$ cat src/verilog/extractor_pkg.sv
// NTS extractor shared definitions
// Data path types, buffer and transmitter state encodings,
// core identity and the register map offsets
package extractor_pkg;

  // --------------------
  // Data path types
  // --------------------

  // One packet word as delivered by the engine
  typedef logic [63:0] word_t;
  // Byte lane valid mask towards the MAC, bit i for lane i
  typedef logic [7:0]  mask_t;
  // Bytes used in a packet's last word, 1 to 8
  typedef logic [3:0]  lwdv_t;
  typedef logic [63:0] counter_t;
  typedef logic [31:0] api_data_t;

  // --------------------
  // State encodings
  // --------------------

  // Buffer ring entry, walked in this order
  typedef enum logic [1:0] {
    UNUSED,
    WRITING,
    LOADED,
    READING
  } buf_state_e;

  typedef enum logic [2:0] {
    IDLE,
    PREFETCH,
    AWAIT_ACK,
    WRITE,
    SILENT
  } tx_state_e;

  // --------------------
  // Identity and register map
  // --------------------

  // ASCII "NTS-EXTR" and "0.01"
  parameter logic [63:0] CORE_NAME    = 64'h4e_54_53_2d_45_58_54_52;
  parameter logic [31:0] CORE_VERSION = 32'h30_2e_30_31;

  // Offsets from the register base
  parameter int OFS_NAME0   = 0;
  parameter int OFS_NAME1   = 1;
  parameter int OFS_VERSION = 2;
  // High half here, low half snapshot at +1
  parameter int OFS_BYTES   = 10;
  parameter int OFS_PACKETS = 12;

endpackage

$ cat src/verilog/extractor_ifs.sv
// Extractor internal interfaces
// fill_if  : buffer control towards the engine side writer
// drain_if : buffer control towards the MAC transmitter
`timescale 1ns/1ps

interface fill_if #(
  parameter int BUF_SEL_WIDTH   = 2,
  parameter int WORD_ADDR_WIDTH = 6
);
  logic [BUF_SEL_WIDTH-1:0]   buf_sel;
  // Selected buffer is UNUSED
  logic                       free;
  logic                       begin_pkt;
  logic                       end_pkt;
  extractor_pkg::lwdv_t       lwdv;
  logic [WORD_ADDR_WIDTH-1:0] last_addr;

  modport ctrl (output buf_sel, free, input begin_pkt, end_pkt, lwdv, last_addr);
  modport writer (input buf_sel, free, output begin_pkt, end_pkt, lwdv, last_addr);
endinterface

interface drain_if #(
  parameter int BUF_SEL_WIDTH   = 2,
  parameter int WORD_ADDR_WIDTH = 6
);
  logic                       loaded;
  logic [BUF_SEL_WIDTH-1:0]   buf_sel;
  logic [WORD_ADDR_WIDTH-1:0] last_addr;
  extractor_pkg::mask_t       lwdv_mask;
  // LOADED to READING
  logic                       take;
  // READING to UNUSED, ring pointer moves on
  logic                       release_buf;

  modport ctrl (output loaded, buf_sel, last_addr, lwdv_mask, input take, release_buf);
  modport tx (input loaded, buf_sel, last_addr, lwdv_mask, output take, release_buf);
endinterface

$ cat src/verilog/buffer_control.sv
// Buffer ring control
// Keeps state, last word address and last word byte count per buffer,
// plus the engine and MAC ring pointers. Presents the engine buffer
// status to the writer and the MAC buffer status to the transmitter
`timescale 1ns/1ps

module buffer_control #(
  parameter int BUF_SEL_WIDTH   = 2,
  parameter int WORD_ADDR_WIDTH = 6
) (
  input logic i_clk,
  input logic i_areset,
  fill_if.ctrl  fill,
  drain_if.ctrl drain
);

  localparam int NUM_BUFS = 1 << BUF_SEL_WIDTH;

  extractor_pkg::buf_state_e  buf_state [NUM_BUFS];
  logic [WORD_ADDR_WIDTH-1:0] buf_last  [NUM_BUFS];
  extractor_pkg::lwdv_t       buf_lwdv  [NUM_BUFS];

  logic [BUF_SEL_WIDTH-1:0] engine_sel;
  logic [BUF_SEL_WIDTH-1:0] mac_sel;
  extractor_pkg::mask_t     lwdv_mask;

  // Byte count to contiguous low mask, 8 gives all lanes
  function automatic extractor_pkg::mask_t expand_lwdv(input extractor_pkg::lwdv_t lwdv);
    extractor_pkg::mask_t m;
    for (int i = 0; i < 8; i++) begin
      m[i] = (i < int'(lwdv));
    end
    return m;
  endfunction

  // --------------------
  // Status towards the datapath
  // --------------------

  assign fill.buf_sel = engine_sel;
  assign fill.free    = (buf_state[engine_sel] == extractor_pkg::UNUSED);

  assign drain.buf_sel   = mac_sel;
  assign drain.loaded    = (buf_state[mac_sel] == extractor_pkg::LOADED);
  assign drain.last_addr = buf_last[mac_sel];
  assign drain.lwdv_mask = lwdv_mask;

  // --------------------
  // State table and ring pointers
  // --------------------

  always_ff @(posedge i_clk or posedge i_areset) begin
    if (i_areset) begin
      for (int i = 0; i < NUM_BUFS; i++) begin
        buf_state[i] <= extractor_pkg::UNUSED;
      end
      engine_sel <= '0;
      mac_sel    <= '0;
      lwdv_mask  <= '0;
    end else begin
      // Engine side owns UNUSED and WRITING entries
      if (fill.begin_pkt) begin
        buf_state[engine_sel] <= extractor_pkg::WRITING;
      end
      if (fill.end_pkt) begin
        buf_state[engine_sel] <= extractor_pkg::LOADED;
        engine_sel            <= engine_sel + 1'b1;
      end
      // MAC side owns LOADED and READING entries
      if (drain.take) begin
        buf_state[mac_sel] <= extractor_pkg::READING;
      end
      if (drain.release_buf) begin
        buf_state[mac_sel] <= extractor_pkg::UNUSED;
        mac_sel            <= mac_sel + 1'b1;
      end
      // Follows the MAC buffer, settles a cycle after LOADED
      lwdv_mask <= expand_lwdv(buf_lwdv[mac_sel]);
    end
  end

  // Packet length and last word count, stored on packet end
  always_ff @(posedge i_clk) begin
    if (fill.end_pkt) begin
      buf_last[engine_sel] <= fill.last_addr;
      buf_lwdv[engine_sel] <= fill.lwdv;
    end
  end

endmodule

$ cat src/flat_wrapper.sv
// flat-port wrapper written by rule: the top's interface ports become plain ports
module buffer_control_flat 
#(
  parameter int BUF_SEL_WIDTH   = 2,
  parameter int WORD_ADDR_WIDTH = 6
)
  (i_clk, i_areset, fill_buf_sel, fill_free, fill_begin_pkt, fill_end_pkt, fill_lwdv, fill_last_addr, drain_loaded, drain_buf_sel, drain_last_addr, drain_lwdv_mask, drain_take, drain_release_buf);
  fill_if #(.BUF_SEL_WIDTH(BUF_SEL_WIDTH), .WORD_ADDR_WIDTH(WORD_ADDR_WIDTH)) fill_i ();
  drain_if #(.BUF_SEL_WIDTH(BUF_SEL_WIDTH), .WORD_ADDR_WIDTH(WORD_ADDR_WIDTH)) drain_i ();
  input logic i_clk;
  input logic i_areset;
  output wire logic [$bits(fill_i.buf_sel)-1:0] fill_buf_sel;
  output wire logic [$bits(fill_i.free)-1:0] fill_free;
  input wire logic [$bits(fill_i.begin_pkt)-1:0] fill_begin_pkt;
  input wire logic [$bits(fill_i.end_pkt)-1:0] fill_end_pkt;
  input wire logic [$bits(fill_i.lwdv)-1:0] fill_lwdv;
  input wire logic [$bits(fill_i.last_addr)-1:0] fill_last_addr;
  output wire logic [$bits(drain_i.loaded)-1:0] drain_loaded;
  output wire logic [$bits(drain_i.buf_sel)-1:0] drain_buf_sel;
  output wire logic [$bits(drain_i.last_addr)-1:0] drain_last_addr;
  output wire logic [$bits(drain_i.lwdv_mask)-1:0] drain_lwdv_mask;
  input wire logic [$bits(drain_i.take)-1:0] drain_take;
  input wire logic [$bits(drain_i.release_buf)-1:0] drain_release_buf;
  assign fill_buf_sel = fill_i.buf_sel;
  assign fill_free = fill_i.free;
  assign fill_i.begin_pkt = fill_begin_pkt;
  assign fill_i.end_pkt = fill_end_pkt;
  assign fill_i.lwdv = fill_lwdv;
  assign fill_i.last_addr = fill_last_addr;
  assign drain_loaded = drain_i.loaded;
  assign drain_buf_sel = drain_i.buf_sel;
  assign drain_last_addr = drain_i.last_addr;
  assign drain_lwdv_mask = drain_i.lwdv_mask;
  assign drain_i.take = drain_take;
  assign drain_i.release_buf = drain_release_buf;
  buffer_control #(.BUF_SEL_WIDTH(BUF_SEL_WIDTH), .WORD_ADDR_WIDTH(WORD_ADDR_WIDTH)) u_core (.i_clk(i_clk), .i_areset(i_areset), .fill(fill_i), .drain(drain_i));
endmodule
$ cat config.mk
export PLATFORM = sky130hd
export DESIGN_NAME = buffer_control_flat
export DESIGN_NICKNAME = d
export VERILOG_FILES = /design/src/verilog/extractor_pkg.sv /design/src/verilog/extractor_ifs.sv /design/src/verilog/buffer_control.sv /design/src/flat_wrapper.sv
export SDC_FILE = /design/constraint.sdc
export NUM_CORES = 1
export LEC_CHECK = 0
export ABC_AREA = 1
export BUFFER_PORTS_ARGS = -buffer_cell sky130_fd_sc_hd__buf_4
export CORE_ASPECT_RATIO = 0.9
export CORE_MARGIN = 2
export CORE_UTILIZATION = 47
export CTS_BUF_LIST = sky130_fd_sc_hd__clkbuf_8
export DETAILED_ROUTE_END_ITERATION = 8
export GPL_TIMING_DRIVEN = 0
export PLACE_DENSITY = 0.7
export SETUP_SLACK_MARGIN = 0.05
export SYNTH_ARGS = -nofsm -noshare
export SYNTH_HDL_FRONTEND = slang
export SYNTH_SLANG_ARGS = --single-unit
$ cat constraint.sdc
create_clock -name i_clk -period 1.7 [get_ports i_clk]
set_input_delay 0.425 -clock i_clk [delete_from_list [all_inputs] [get_ports i_clk]]
set_output_delay 0.425 -clock i_clk [all_outputs]
set_load 0.1 [all_outputs]
==> results of run 1 <==
[layout make-up]
cell class,instances,area [sq um]
multi-input combinational,147,952
clock buffer,9,124
timing repair buffer,51,601
tap,67,83.8
clock inverter,7,92.6
fill,348,1520
inverter,23,123
timing repair inverter,1,7.51
buffer,7,67.6
sequential,60,1720
[kinds of logic (layout without fill, tap and decap cells)]
| group | Yosys count | count (layout) | synth area share, % |
|---|---|---|---|
| adder cells (fa/ha/maj) | 8 | 8 | 3.85 |
| flip-flops | 60 | 60 | 65.5 |
| buffers and inverters | 32 | 98 | 6.11 |
| AND/OR/NAND/NOR | 100 | 100 | 15.6 |
| XOR/XNOR | 2 | 2 | 0.674 |
| AO/OA/AOI/OAI | 37 | 37 | 8.33 |
[registers in the layout, indices dropped and copies added, names as in the netlist]
| signal | cells |
|---|---|
| u_core.buf_lwdv | 16 |
| u_core.drain.lwdv_mask | 8 |
| u_core.buf_last | 24 |
| u_core.fill.buf_sel | 2 |
| u_core.buf_state | 8 |
| u_core.drain.buf_sel | 2 |
[through the flow]
step | std cells | setup TNS (ns) | area [sq um]
2_1_floorplan | 239 | -3.38 | 2730
3_3_place_gp | 339 | -1.95 | 3070
3_5_place_dp | 339 | -2.00 | 3070
4_1_cts | 365 | -3.08 | 3600
5_1_grt | 372 | -3.26 | 3770
6_report | 372 | -2.75 | 3770
[timing repair]
| item | CTS | global route |
|---|---|---|
| gates cloned | 1 | 1 |
| endpoints found under the setup margin | 8 | 50 |
| hold endpoints to repair | 0 | 0 |
| resized for setup | 60 | 27 |
| buffers inserted | 10 | 7 |
| pin swaps | 5 | 7 |
[path summary, 6_finish.rpt]
check                                             to  slack [ns]  cells after the start
max                               drain_last_addr[3]       -0.38                      7
min                        u_core.drain.lwdv_mask[5]        0.21                      2
max reg2reg                    u_core.buf_lwdv[1][3]        0.11                      5
min reg2reg                      u_core.buf_state[5]        0.60                      2
max in group asynchronous     u_core.fill.buf_sel[0]        0.95                      2
min in group i_clk             u_core.buf_lwdv[1][2]        0.28                      1
[layer usage]
| metal | vias up | part of all wire, % | global-route usage (%) |
|---|---|---|---|
| li1 | 934 | - | - |
| met1 | 905 | 43 | 26.9 |
| met2 | 75 | 49 | 33.5 |
| met3 | 13 | 5.9 | 8.74 |
| met4 | 0 | 2.3 | 9.26 |
| met5 | - | 0 | 0 |
[synth_stat cells]
| library cell | count |
|---|---|
| nand2_1 | 67 |
| edfxtp_1 | 40 |
| inv_1 | 21 |
| dfrtp_1 | 20 |
| o21ai_0 | 16 |
| nand3_1 | 15 |
| nor2_1 | 14 |
| ha_1 | 8 |
| o22ai_1 | 6 |
| buf_6 | 4 |
| a21oi_1 | 3 |
| a22oi_1 | 3 |
| a32oi_1 | 3 |
| buf_2 | 3 |
| nand2_2 | 3 |
| o21ai_1 | 3 |
| a31oi_1 | 2 |
| clkbuf_1 | 2 |
| xor2_1 | 2 |
| a21boi_1 | 1 |
| inv_2 | 1 |
| inv_6 | 1 |
| nand4_1 | 1 |
[critical path: stages, from the launching register on]
cell and delay, ns:
dfrtp_4 0.48, buf_8 0.15, inv_12 0.07, buf_12 0.10
buf_16 0.11, nor2_4 0.04, o22ai_4 0.16, buf_12 0.20
==> results_tabular.tex, run 1 <==
\begin{tabular}{lr}
\hline
Metric & Value \\
\hline
\multicolumn{2}{l}{\textbf{CTS}} \\
Inserted Clock Buffers & 9 \\
Maximum clock insertion buffer count & 2 \\
Clock sink count & 60 \\
CTS Hold Bufs & 0 \\
H-Tree Depth & 3 \\
Clock latency on the worst-skew pair & 0.35 ns \\
CTS tree & yes \\
Clock slew seen by the registers of the worst setup and hold paths & 0.07 ns \\
Clk root buf & clkbuf\_8 \\
\multicolumn{2}{l}{\textbf{STA}} \\
Number of max-slew violations in the final report & 0 \\
Worst Skew & 0.00953 ns \\
Worst slew margin & 50.6\% \\
Setup repair after global routing missed its margin & yes \\
Transition time at the pin with the least slew margin & 0.740 ns \\
Final WS setup & -0.384 ns \\
Post-layout min period & 2.08 ns \\
Fin crit share & 123\% \\
Number of failing setup endpoints in the final timing report & 8 \\
Number of hold violations in the final report & 0 \\
Worst hold slack after final layout & 0.206 ns \\
Maximum operating frequency & 480 MHz \\
\multicolumn{2}{l}{\textbf{Synth}} \\
Fraction of the yosys area taken by sequential cells & 65.5\% \\
Library cell occupying the most area in the post-synthesis netlist & edfxtp\_1 \\
Post-Syn Area & 2600 sq um \\
Synth Warn \# & 0 \\
Number of nets in the synthesized netlist & 263 \\
Synthesized netlist cell count & 239 \\
Flip-flop and latch count after synthesis & 60 \\
Cell types with the largest area share after synthesis & edfxtp\_1 (46\%), dfrtp\_1 (19\%), nand2\_1 (9.7\%) \\
Number of library cell types mapped by synthesis & 23 \\
Fraction of post-synthesis cell area in the top cell type by area & 46.2\% \\
Per-instance average area after synthesis & 10.9 sq um \\
\multicolumn{2}{l}{\textbf{Run status}} \\
Violations in the final reports & negative setup slack \\
Run status & finished, violations left \\
\multicolumn{2}{l}{\textbf{Global routing}} \\
Number of global-route vias before repair & 1928 \\
Maximum number of pins on one net before global-route repair & 21 \\
First-pass GRT wire length & 9270 um \\
Total routing usage reported by global routing & 21.6\% \\
Overflow left after global routing & 0 \\
Initial antenna violation count & 0 \\
\multicolumn{2}{l}{\textbf{Worst setup path}} \\
R2r startpoint & u\_core.fill.buf\_sel[0] \\
Worst endpoint data arrival time & 1.66 ns \\
CP Capture Type & output port \\
Crit path kind & reg2out \\
Type of origin of the critical path & flop \\
CP Launch Point & u\_core.drain.buf\_sel[0] \\
WP data required & 1.27 ns \\
Crit path max fanout & 5 \\
\multicolumn{2}{l}{\textbf{Cells and area}} \\
Commonest non-fill, non-tap cell in the layout & nand2\_1 \\
P\&R area growth vs syn & 45.0\% \\
Fraction of layout instances using a drive strength above 1 & 38.7\% \\
Total inserted antenna cells & 0 \\
Final nets & 324 \\
End-of-flow core utilization & 71.3\% \\
Most frequent cells in the layout & nand2\_1 (66), edfxtp\_1 (40), buf\_4 (31), dfrtp\_1 (16), inv\_1 (15) \\
\multicolumn{2}{l}{\textbf{Die}} \\
Initial Util & 49.2\% \\
Number of primary I/O pins & 36 \\
Area of the die & 6140 sq um \\
Area of the core & 5290 sq um \\
Die span in x & 82.4 um \\
Die H & 74.5 um \\
Number of rows in the core area & 25 \\
\multicolumn{2}{l}{\textbf{Placed design}} \\
Detailed placer's ending HPWL & 3430 um \\
Pre-CTS setup slack & -0.311 ns \\
Routability Congestion & 0.791 \\
Count of port buffers added during placement & 33 \\
\multicolumn{2}{l}{\textbf{Route}} \\
DR vias/cell & 5.18 \\
Iteration-0 DRC Markers & 136 \\
Antenna-violating nets left & 0 \\
Vias & 1927 \\
Final routed wire length divided by cell count & 15.8 um \\
Overall routed net length & 5870 um \\
DRC errors left & 0 \\
Number of iterations in the first detailed-routing pass & 4 \\
\multicolumn{2}{l}{\textbf{Worst hold path}} \\
Hold WC Path Type & in2async \\
\multicolumn{2}{l}{\textbf{Run}} \\
Number of maximum-capacitance constraint violations & 0 \\
\hline
\end{tabular}
Power of run 1 is left out: the tool's default activity adds up to more than one toggle a clock period on the data nets, which glitch-free logic cannot reach.
==> run 2: changes to the inputs <==
- SETUP_SLACK_MARGIN: 0.05 -> not set
==> run 2 against run 1 <==
The run still ends with negative setup slack left. Die area is the same. First-iteration DRC count grew 23%. Wire length grew 0.17%. Clock skew is essentially flat. Final cell count shrank 1.1%. Non-clock buffer count shrank 4. Critical path type unchanged. Highest routed layer unchanged.
==> results_tabular.tex, run 2 (synthesized netlist as in run 1, its figures left out) <==
\begin{tabular}{lr}
\hline
Metric & Value \\
\hline
\multicolumn{2}{l}{\textbf{CTS}} \\
Inserted Clock Buffers & 9 \\
CTS tree & yes \\
CTS Hold Bufs & 0 \\
H-Tree Depth & 3 \\
Clock latency on the worst-skew pair & 0.36 ns \\
Clock slew seen by the registers of the worst setup and hold paths & 0.07 ns \\
Clock sink count & 60 \\
Clk root buf & clkbuf\_8 \\
Maximum clock insertion buffer count & 2 \\
\multicolumn{2}{l}{\textbf{Worst setup path}} \\
CP Launch Point & u\_core.drain.buf\_sel[0] \\
R2r startpoint & u\_core.drain.buf\_sel[0] \\
Crit path max fanout & 5 \\
WP data required & 1.27 ns \\
CP Capture Type & output port \\
Crit path kind & reg2out \\
Worst endpoint data arrival time & 1.67 ns \\
Type of origin of the critical path & flop \\
\multicolumn{2}{l}{\textbf{Run}} \\
Number of maximum-capacitance constraint violations & 0 \\
\multicolumn{2}{l}{\textbf{Route}} \\
Vias & 1919 \\
DR vias/cell & 5.21 \\
Overall routed net length & 5880 um \\
Final routed wire length divided by cell count & 16.0 um \\
Antenna-violating nets left & 0 \\
Iteration-0 DRC Markers & 167 \\
Number of iterations in the first detailed-routing pass & 5 \\
DRC errors left & 0 \\
\multicolumn{2}{l}{\textbf{STA}} \\
Number of hold violations in the final report & 0 \\
Fin crit share & 123\% \\
Post-layout min period & 2.09 ns \\
Transition time at the pin with the least slew margin & 0.746 ns \\
Number of max-slew violations in the final report & 0 \\
Setup repair after global routing missed its margin & yes \\
Worst slew margin & 50.2\% \\
Worst Skew & 0.00917 ns \\
Number of failing setup endpoints in the final timing report & 8 \\
Final WS setup & -0.392 ns \\
Maximum operating frequency & 478 MHz \\
\multicolumn{2}{l}{\textbf{Global routing}} \\
Overflow left after global routing & 0 \\
Number of global-route vias before repair & 1921 \\
First-pass GRT wire length & 9270 um \\
Initial antenna violation count & 0 \\
Maximum number of pins on one net before global-route repair & 21 \\
Total routing usage reported by global routing & 21.6\% \\
\multicolumn{2}{l}{\textbf{Cells and area}} \\
Register with the highest flop count & u\_core.buf\_last \\
End-of-flow core utilization & 69.6\% \\
Non-filler cells in the finished layout & 368 \\
Filler cell count & 363 \\
Max reg flops & 24 \\
Top Registers & u\_core.buf\_last (24), u\_core.buf\_lwdv (16) \\
P\&R area growth vs syn & 41.6\% \\
Most frequent cells in the layout & nand2\_1 (66), edfxtp\_1 (40), buf\_4 (33), dfrtp\_1 (16), inv\_1 (15) \\
Fraction of layout instances using a drive strength above 1 & 37.2\% \\
Total inserted antenna cells & 0 \\
Final nets & 320 \\
Commonest non-fill, non-tap cell in the layout & nand2\_1 \\
\multicolumn{2}{l}{\textbf{Placed design}} \\
Routability Congestion & 0.791 \\
Count of port buffers added during placement & 33 \\
Number of cells in the design after placement & 339 \\
Detailed placer's ending HPWL & 3430 um \\
\multicolumn{2}{l}{\textbf{Run status}} \\
Run status & finished, violations left \\
Violations in the final reports & negative setup slack \\
\multicolumn{2}{l}{\textbf{Worst hold path}} \\
Hold WC Path Type & in2async \\
\multicolumn{2}{l}{\textbf{Die}} \\
Area of the die & 6140 sq um \\
Number of primary I/O pins & 36 \\
Number of rows in the core area & 25 \\
Initial Util & 49.2\% \\
Die span in x & 82.4 um \\
Die H & 74.5 um \\
Area of the core & 5290 sq um \\
\hline
\end{tabular}
==> run 2: cell count changes in the layout (fill, tap and decap cells not counted) <==
cell,delta
nand3_2,+1
nand3_4,-1
buf_12,-2
buf_6,-3
buf_4,+2
o21ai_2,-2
o21ai_1,+2
buf_8,-1
==> run 2: worst paths after layout <==
kind	slack, ns	cells past startpoint	endpoint
setup reg to reg	0.13	8	u_core.buf_state[3]
max in group asynchronous	0.95	2	u_core.fill.buf_sel[0]
setup / recovery	-0.39	7	drain_loaded
hold / removal	0.20	2	u_core.drain.lwdv_mask[5]
hold reg to reg	0.59	2	u_core.buf_state[5]
min in group i_clk	0.27	1	u_core.buf_lwdv[1][2]
==> run 2: critical path, cell delays in order, from the launching register on <==
cell	delay [ns]
dfrtp_4	0.48
buf_8	0.15
inv_12	0.06
buf_6	0.09
nand3_2	0.06
nand3_2	0.07
a21boi_4	0.20
buf_12	0.19
==> run 2: layout make-up <==
| class | instances | area (sq um) | share of cell area (%) |
|---|---|---|---|
| Inverter | 23 | 123 | 3.33 |
| Timing Repair Buffer | 48 | 542 | 14.7 |
| Clock inverter | 7 | 92.6 | 2.52 |
| Timing Repair inverter | 1 | 7.51 | 0.204 |
| Buffer | 6 | 52.6 | 1.43 |
| Multi-Input combinational cell | 147 | 937 | 25.5 |
| Tap cell | 67 | 83.8 | 2.28 |
| Clock buffer | 9 | 124 | 3.37 |
| Sequential cell | 60 | 1720 | 46.7 |
==> run 2: metal layers <==
layer,GRT usage (%),up-vias,wire length [um]
li1,-,927,-
met1,26.6,921,2480
met2,34.0,65,2900
met3,9.22,6,414
met4,7.78,0,95
met5,0,-,0
==> run 2: repair_timing <==
item	4_1_cts	5_1_grt
gates cloned	1	1
pin swaps	5	5
gates resized for setup	56	20
endpoints found under the setup margin	8	43
buffers inserted	11	4
==> run 2: through the flow <==
step           hold slack (ns)  setup slack [ns]  area, sq um  TNS (ns)
6_report                 0.199            -0.392         3680     -2.81
5_1_grt                  0.257            -0.448         3680     -3.23
4_1_cts                  0.236            -0.427         3590     -3.07
3_5_place_dp             0.577            -0.311         3070     -2.00
3_3_place_gp             0.570            -0.286         3070     -1.95
2_1_floorplan            0.389            -0.489         2730     -3.38
Power of run 2 is left out for the same reason.
==> run 3: changes to the inputs <==
- PLACE_DENSITY: 0.7 -> 0.69
- SETUP_SLACK_MARGIN: not set -> 0.02
==> run 3 against run 2 <==
The run still ends with negative setup slack left. Utilization down 0.43 points. Maximum frequency up 2.2%. Via count down 0.63%. Critical path depth down 1. Count of clock-buffer cells in the layout unchanged. Largest cell class unchanged.
==> results_tabular.tex, run 3 (synthesized netlist as in run 1, its figures left out) <==
\begin{tabular}{lr}
\hline
Metric & Value \\
\hline
\multicolumn{2}{l}{\textbf{Run status}} \\
Run status & finished, violations left \\
Violations in the final reports & negative setup slack \\
\multicolumn{2}{l}{\textbf{Worst setup path}} \\
Category of cells accounting for the largest share of critical-path delay & flip-flops \\
WP data required & 1.27 ns \\
R2r endpoint & u\_core.buf\_lwdv[3][1] \\
Slowest CP cell & dfrtp\_4 \\
Reg2Reg Setup Slack & 0.12 ns \\
Worst endpoint data arrival time & 1.62 ns \\
Crit path largest cell delay & 0.55 ns \\
R2r startpoint & u\_core.fill.buf\_sel[0] \\
Reg2Reg Depth & 5 \\
Crit path max fanout & 5 \\
CP Capture Type & output port \\
Cell occurring most often along the worst timing path & buf\_12 \\
Type of origin of the critical path & flop \\
Critical path cell sequence & inv\_12, buf\_12, buf\_16, o21ai\_4, o22ai\_4, buf\_12 \\
Buffers \& Inverters on Critical Path & 4 \\
Crit path kind & reg2out \\
Stages on worst setup path & 6 \\
\multicolumn{2}{l}{\textbf{STA}} \\
Number of hold violations in the final report & 0 \\
Worst slew margin & 50.7\% \\
Final WS setup & -0.347 ns \\
Number of max-slew violations in the final report & 0 \\
Worst hold slack after final layout & 0.206 ns \\
Setup repair after global routing missed its margin & yes \\
Transition time at the pin with the least slew margin & 0.738 ns \\
Post-layout min period & 2.05 ns \\
Worst Skew & 0.0121 ns \\
Maximum operating frequency & 488 MHz \\
Number of failing setup endpoints in the final timing report & 8 \\
Fin crit share & 120\% \\
\multicolumn{2}{l}{\textbf{Placed design}} \\
Routability Congestion & 0.793 \\
Count of port buffers added during placement & 33 \\
Number of cells in the design after placement & 339 \\
Placed standard-cell area & 3070 sq um \\
Detailed placer's ending HPWL & 3430 um \\
\multicolumn{2}{l}{\textbf{Cells and area}} \\
Final nets & 319 \\
Top Registers & u\_core.buf\_last (24), u\_core.buf\_lwdv (16) \\
Register with the highest flop count & u\_core.buf\_last \\
Fin area & 3660 sq um \\
Non-filler cells in the finished layout & 367 \\
Commonest non-fill, non-tap cell in the layout & nand2\_1 \\
Total inserted antenna cells & 0 \\
Max reg flops & 24 \\
Filler cell count & 379 \\
End-of-flow core utilization & 69.2\% \\
Fraction of layout instances using a drive strength above 1 & 35.7\% \\
Most frequent cells in the layout & nand2\_1 (67), edfxtp\_1 (40), buf\_4 (34), dfrtp\_1 (16), inv\_1 (14) \\
P\&R area growth vs syn & 40.7\% \\
\multicolumn{2}{l}{\textbf{Die}} \\
Number of rows in the core area & 25 \\
Die H & 74.5 um \\
Die span in x & 82.4 um \\
Area of the core & 5290 sq um \\
Number of primary I/O pins & 36 \\
Area of the die & 6140 sq um \\
Initial Util & 49.2\% \\
\multicolumn{2}{l}{\textbf{Route}} \\
Final routed wire length divided by cell count & 15.3 um \\
Iteration-0 DRC Markers & 146 \\
DRC errors left & 0 \\
Overall routed net length & 5620 um \\
Number of iterations in the first detailed-routing pass & 7 \\
Antenna-violating nets left & 0 \\
Vias & 1907 \\
DR vias/cell & 5.20 \\
\multicolumn{2}{l}{\textbf{Worst hold path}} \\
Hold WC Path Type & in2async \\
\multicolumn{2}{l}{\textbf{CTS}} \\
Clock slew seen by the registers of the worst setup and hold paths & 0.07 ns \\
Inserted Clock Buffers & 9 \\
Clock sink count & 60 \\
Maximum clock insertion buffer count & 2 \\
H-Tree Depth & 3 \\
CTS tree & yes \\
Clock latency on the worst-skew pair & 0.34 ns \\
Clk root buf & clkbuf\_8 \\
\multicolumn{2}{l}{\textbf{Global routing}} \\
First-pass GRT wire length & 8890 um \\
Overflow left after global routing & 0 \\
Maximum number of pins on one net before global-route repair & 21 \\
Initial antenna violation count & 0 \\
Number of global-route vias before repair & 1792 \\
Total routing usage reported by global routing & 20.8\% \\
\multicolumn{2}{l}{\textbf{Run}} \\
Number of maximum-capacitance constraint violations & 0 \\
\hline
\end{tabular}
-- run 3: changes by cell type in the layout (fill, tap and decap cells not counted), sizes merged --
cell,previous run,this run
clkinv,2,3
clkinvlp,8,7
inv,19,18
-- run 3: layout make-up --
| cell class | instances | area, sq um | area share (%) |
|---|---|---|---|
| repair buffers | 49 | 548 | 15.0 |
| inverters | 23 | 125 | 3.42 |
| plain buffers | 5 | 37.5 | 1.03 |
| flip-flops and latches | 60 | 1720 | 47.0 |
| multi-input cells | 147 | 930 | 25.4 |
| clock inverters | 7 | 91.3 | 2.50 |
| clock buffers | 9 | 124 | 3.39 |
| well taps | 67 | 83.8 | 2.29 |
-- run 3: worst max path at each step --
stage	from	to	slack [ns]
2_1_floorplan	u_core.drain.buf_sel[0]	drain_loaded	-0.49
3_3_place_gp	u_core.drain.buf_sel[0]	drain_last_addr[1]	-0.29
3_5_place_dp	u_core.drain.buf_sel[1]	drain_last_addr[0]	-0.33
4_1_cts	u_core.drain.buf_sel[0]	drain_last_addr[0]	-0.38
5_1_grt	u_core.drain.buf_sel[0]	drain_last_addr[4]	-0.39
6_report	u_core.drain.buf_sel[0]	drain_last_addr[4]	-0.35
-- run 3: what timing repair did --
| action | in CTS | in global routing |
|---|---|---|
| buffers inserted | 10 | 5 |
| pin swaps | 5 | 4 |
| hold buffers | 0 | 0 |
| cloned | 1 | 0 |
| setup endpoints to repair | 8 | 49 |
| gates resized for setup | 51 | 19 |
-- run 3: per-layer routing --
metal,wire length (um),GRT usage [%],up-vias,part of all wire [%]
met4,75,7.59,0,1.3
met1,2400,26.1,915,43
li1,-,-,922,-
met5,0,0,-,0
met2,2780,32.3,62,50
met3,356,8.98,8,6.3
-- run 3: metrics by stage --
stage	TNS [ns]	setup WS [ns]
2_1_floorplan	-3.38	-0.489
3_3_place_gp	-1.95	-0.289
3_5_place_dp	-2.02	-0.325
4_1_cts	-2.68	-0.377
5_1_grt	-2.90	-0.392
6_report	-2.42	-0.347
Power of run 3 is left out for the same reason.
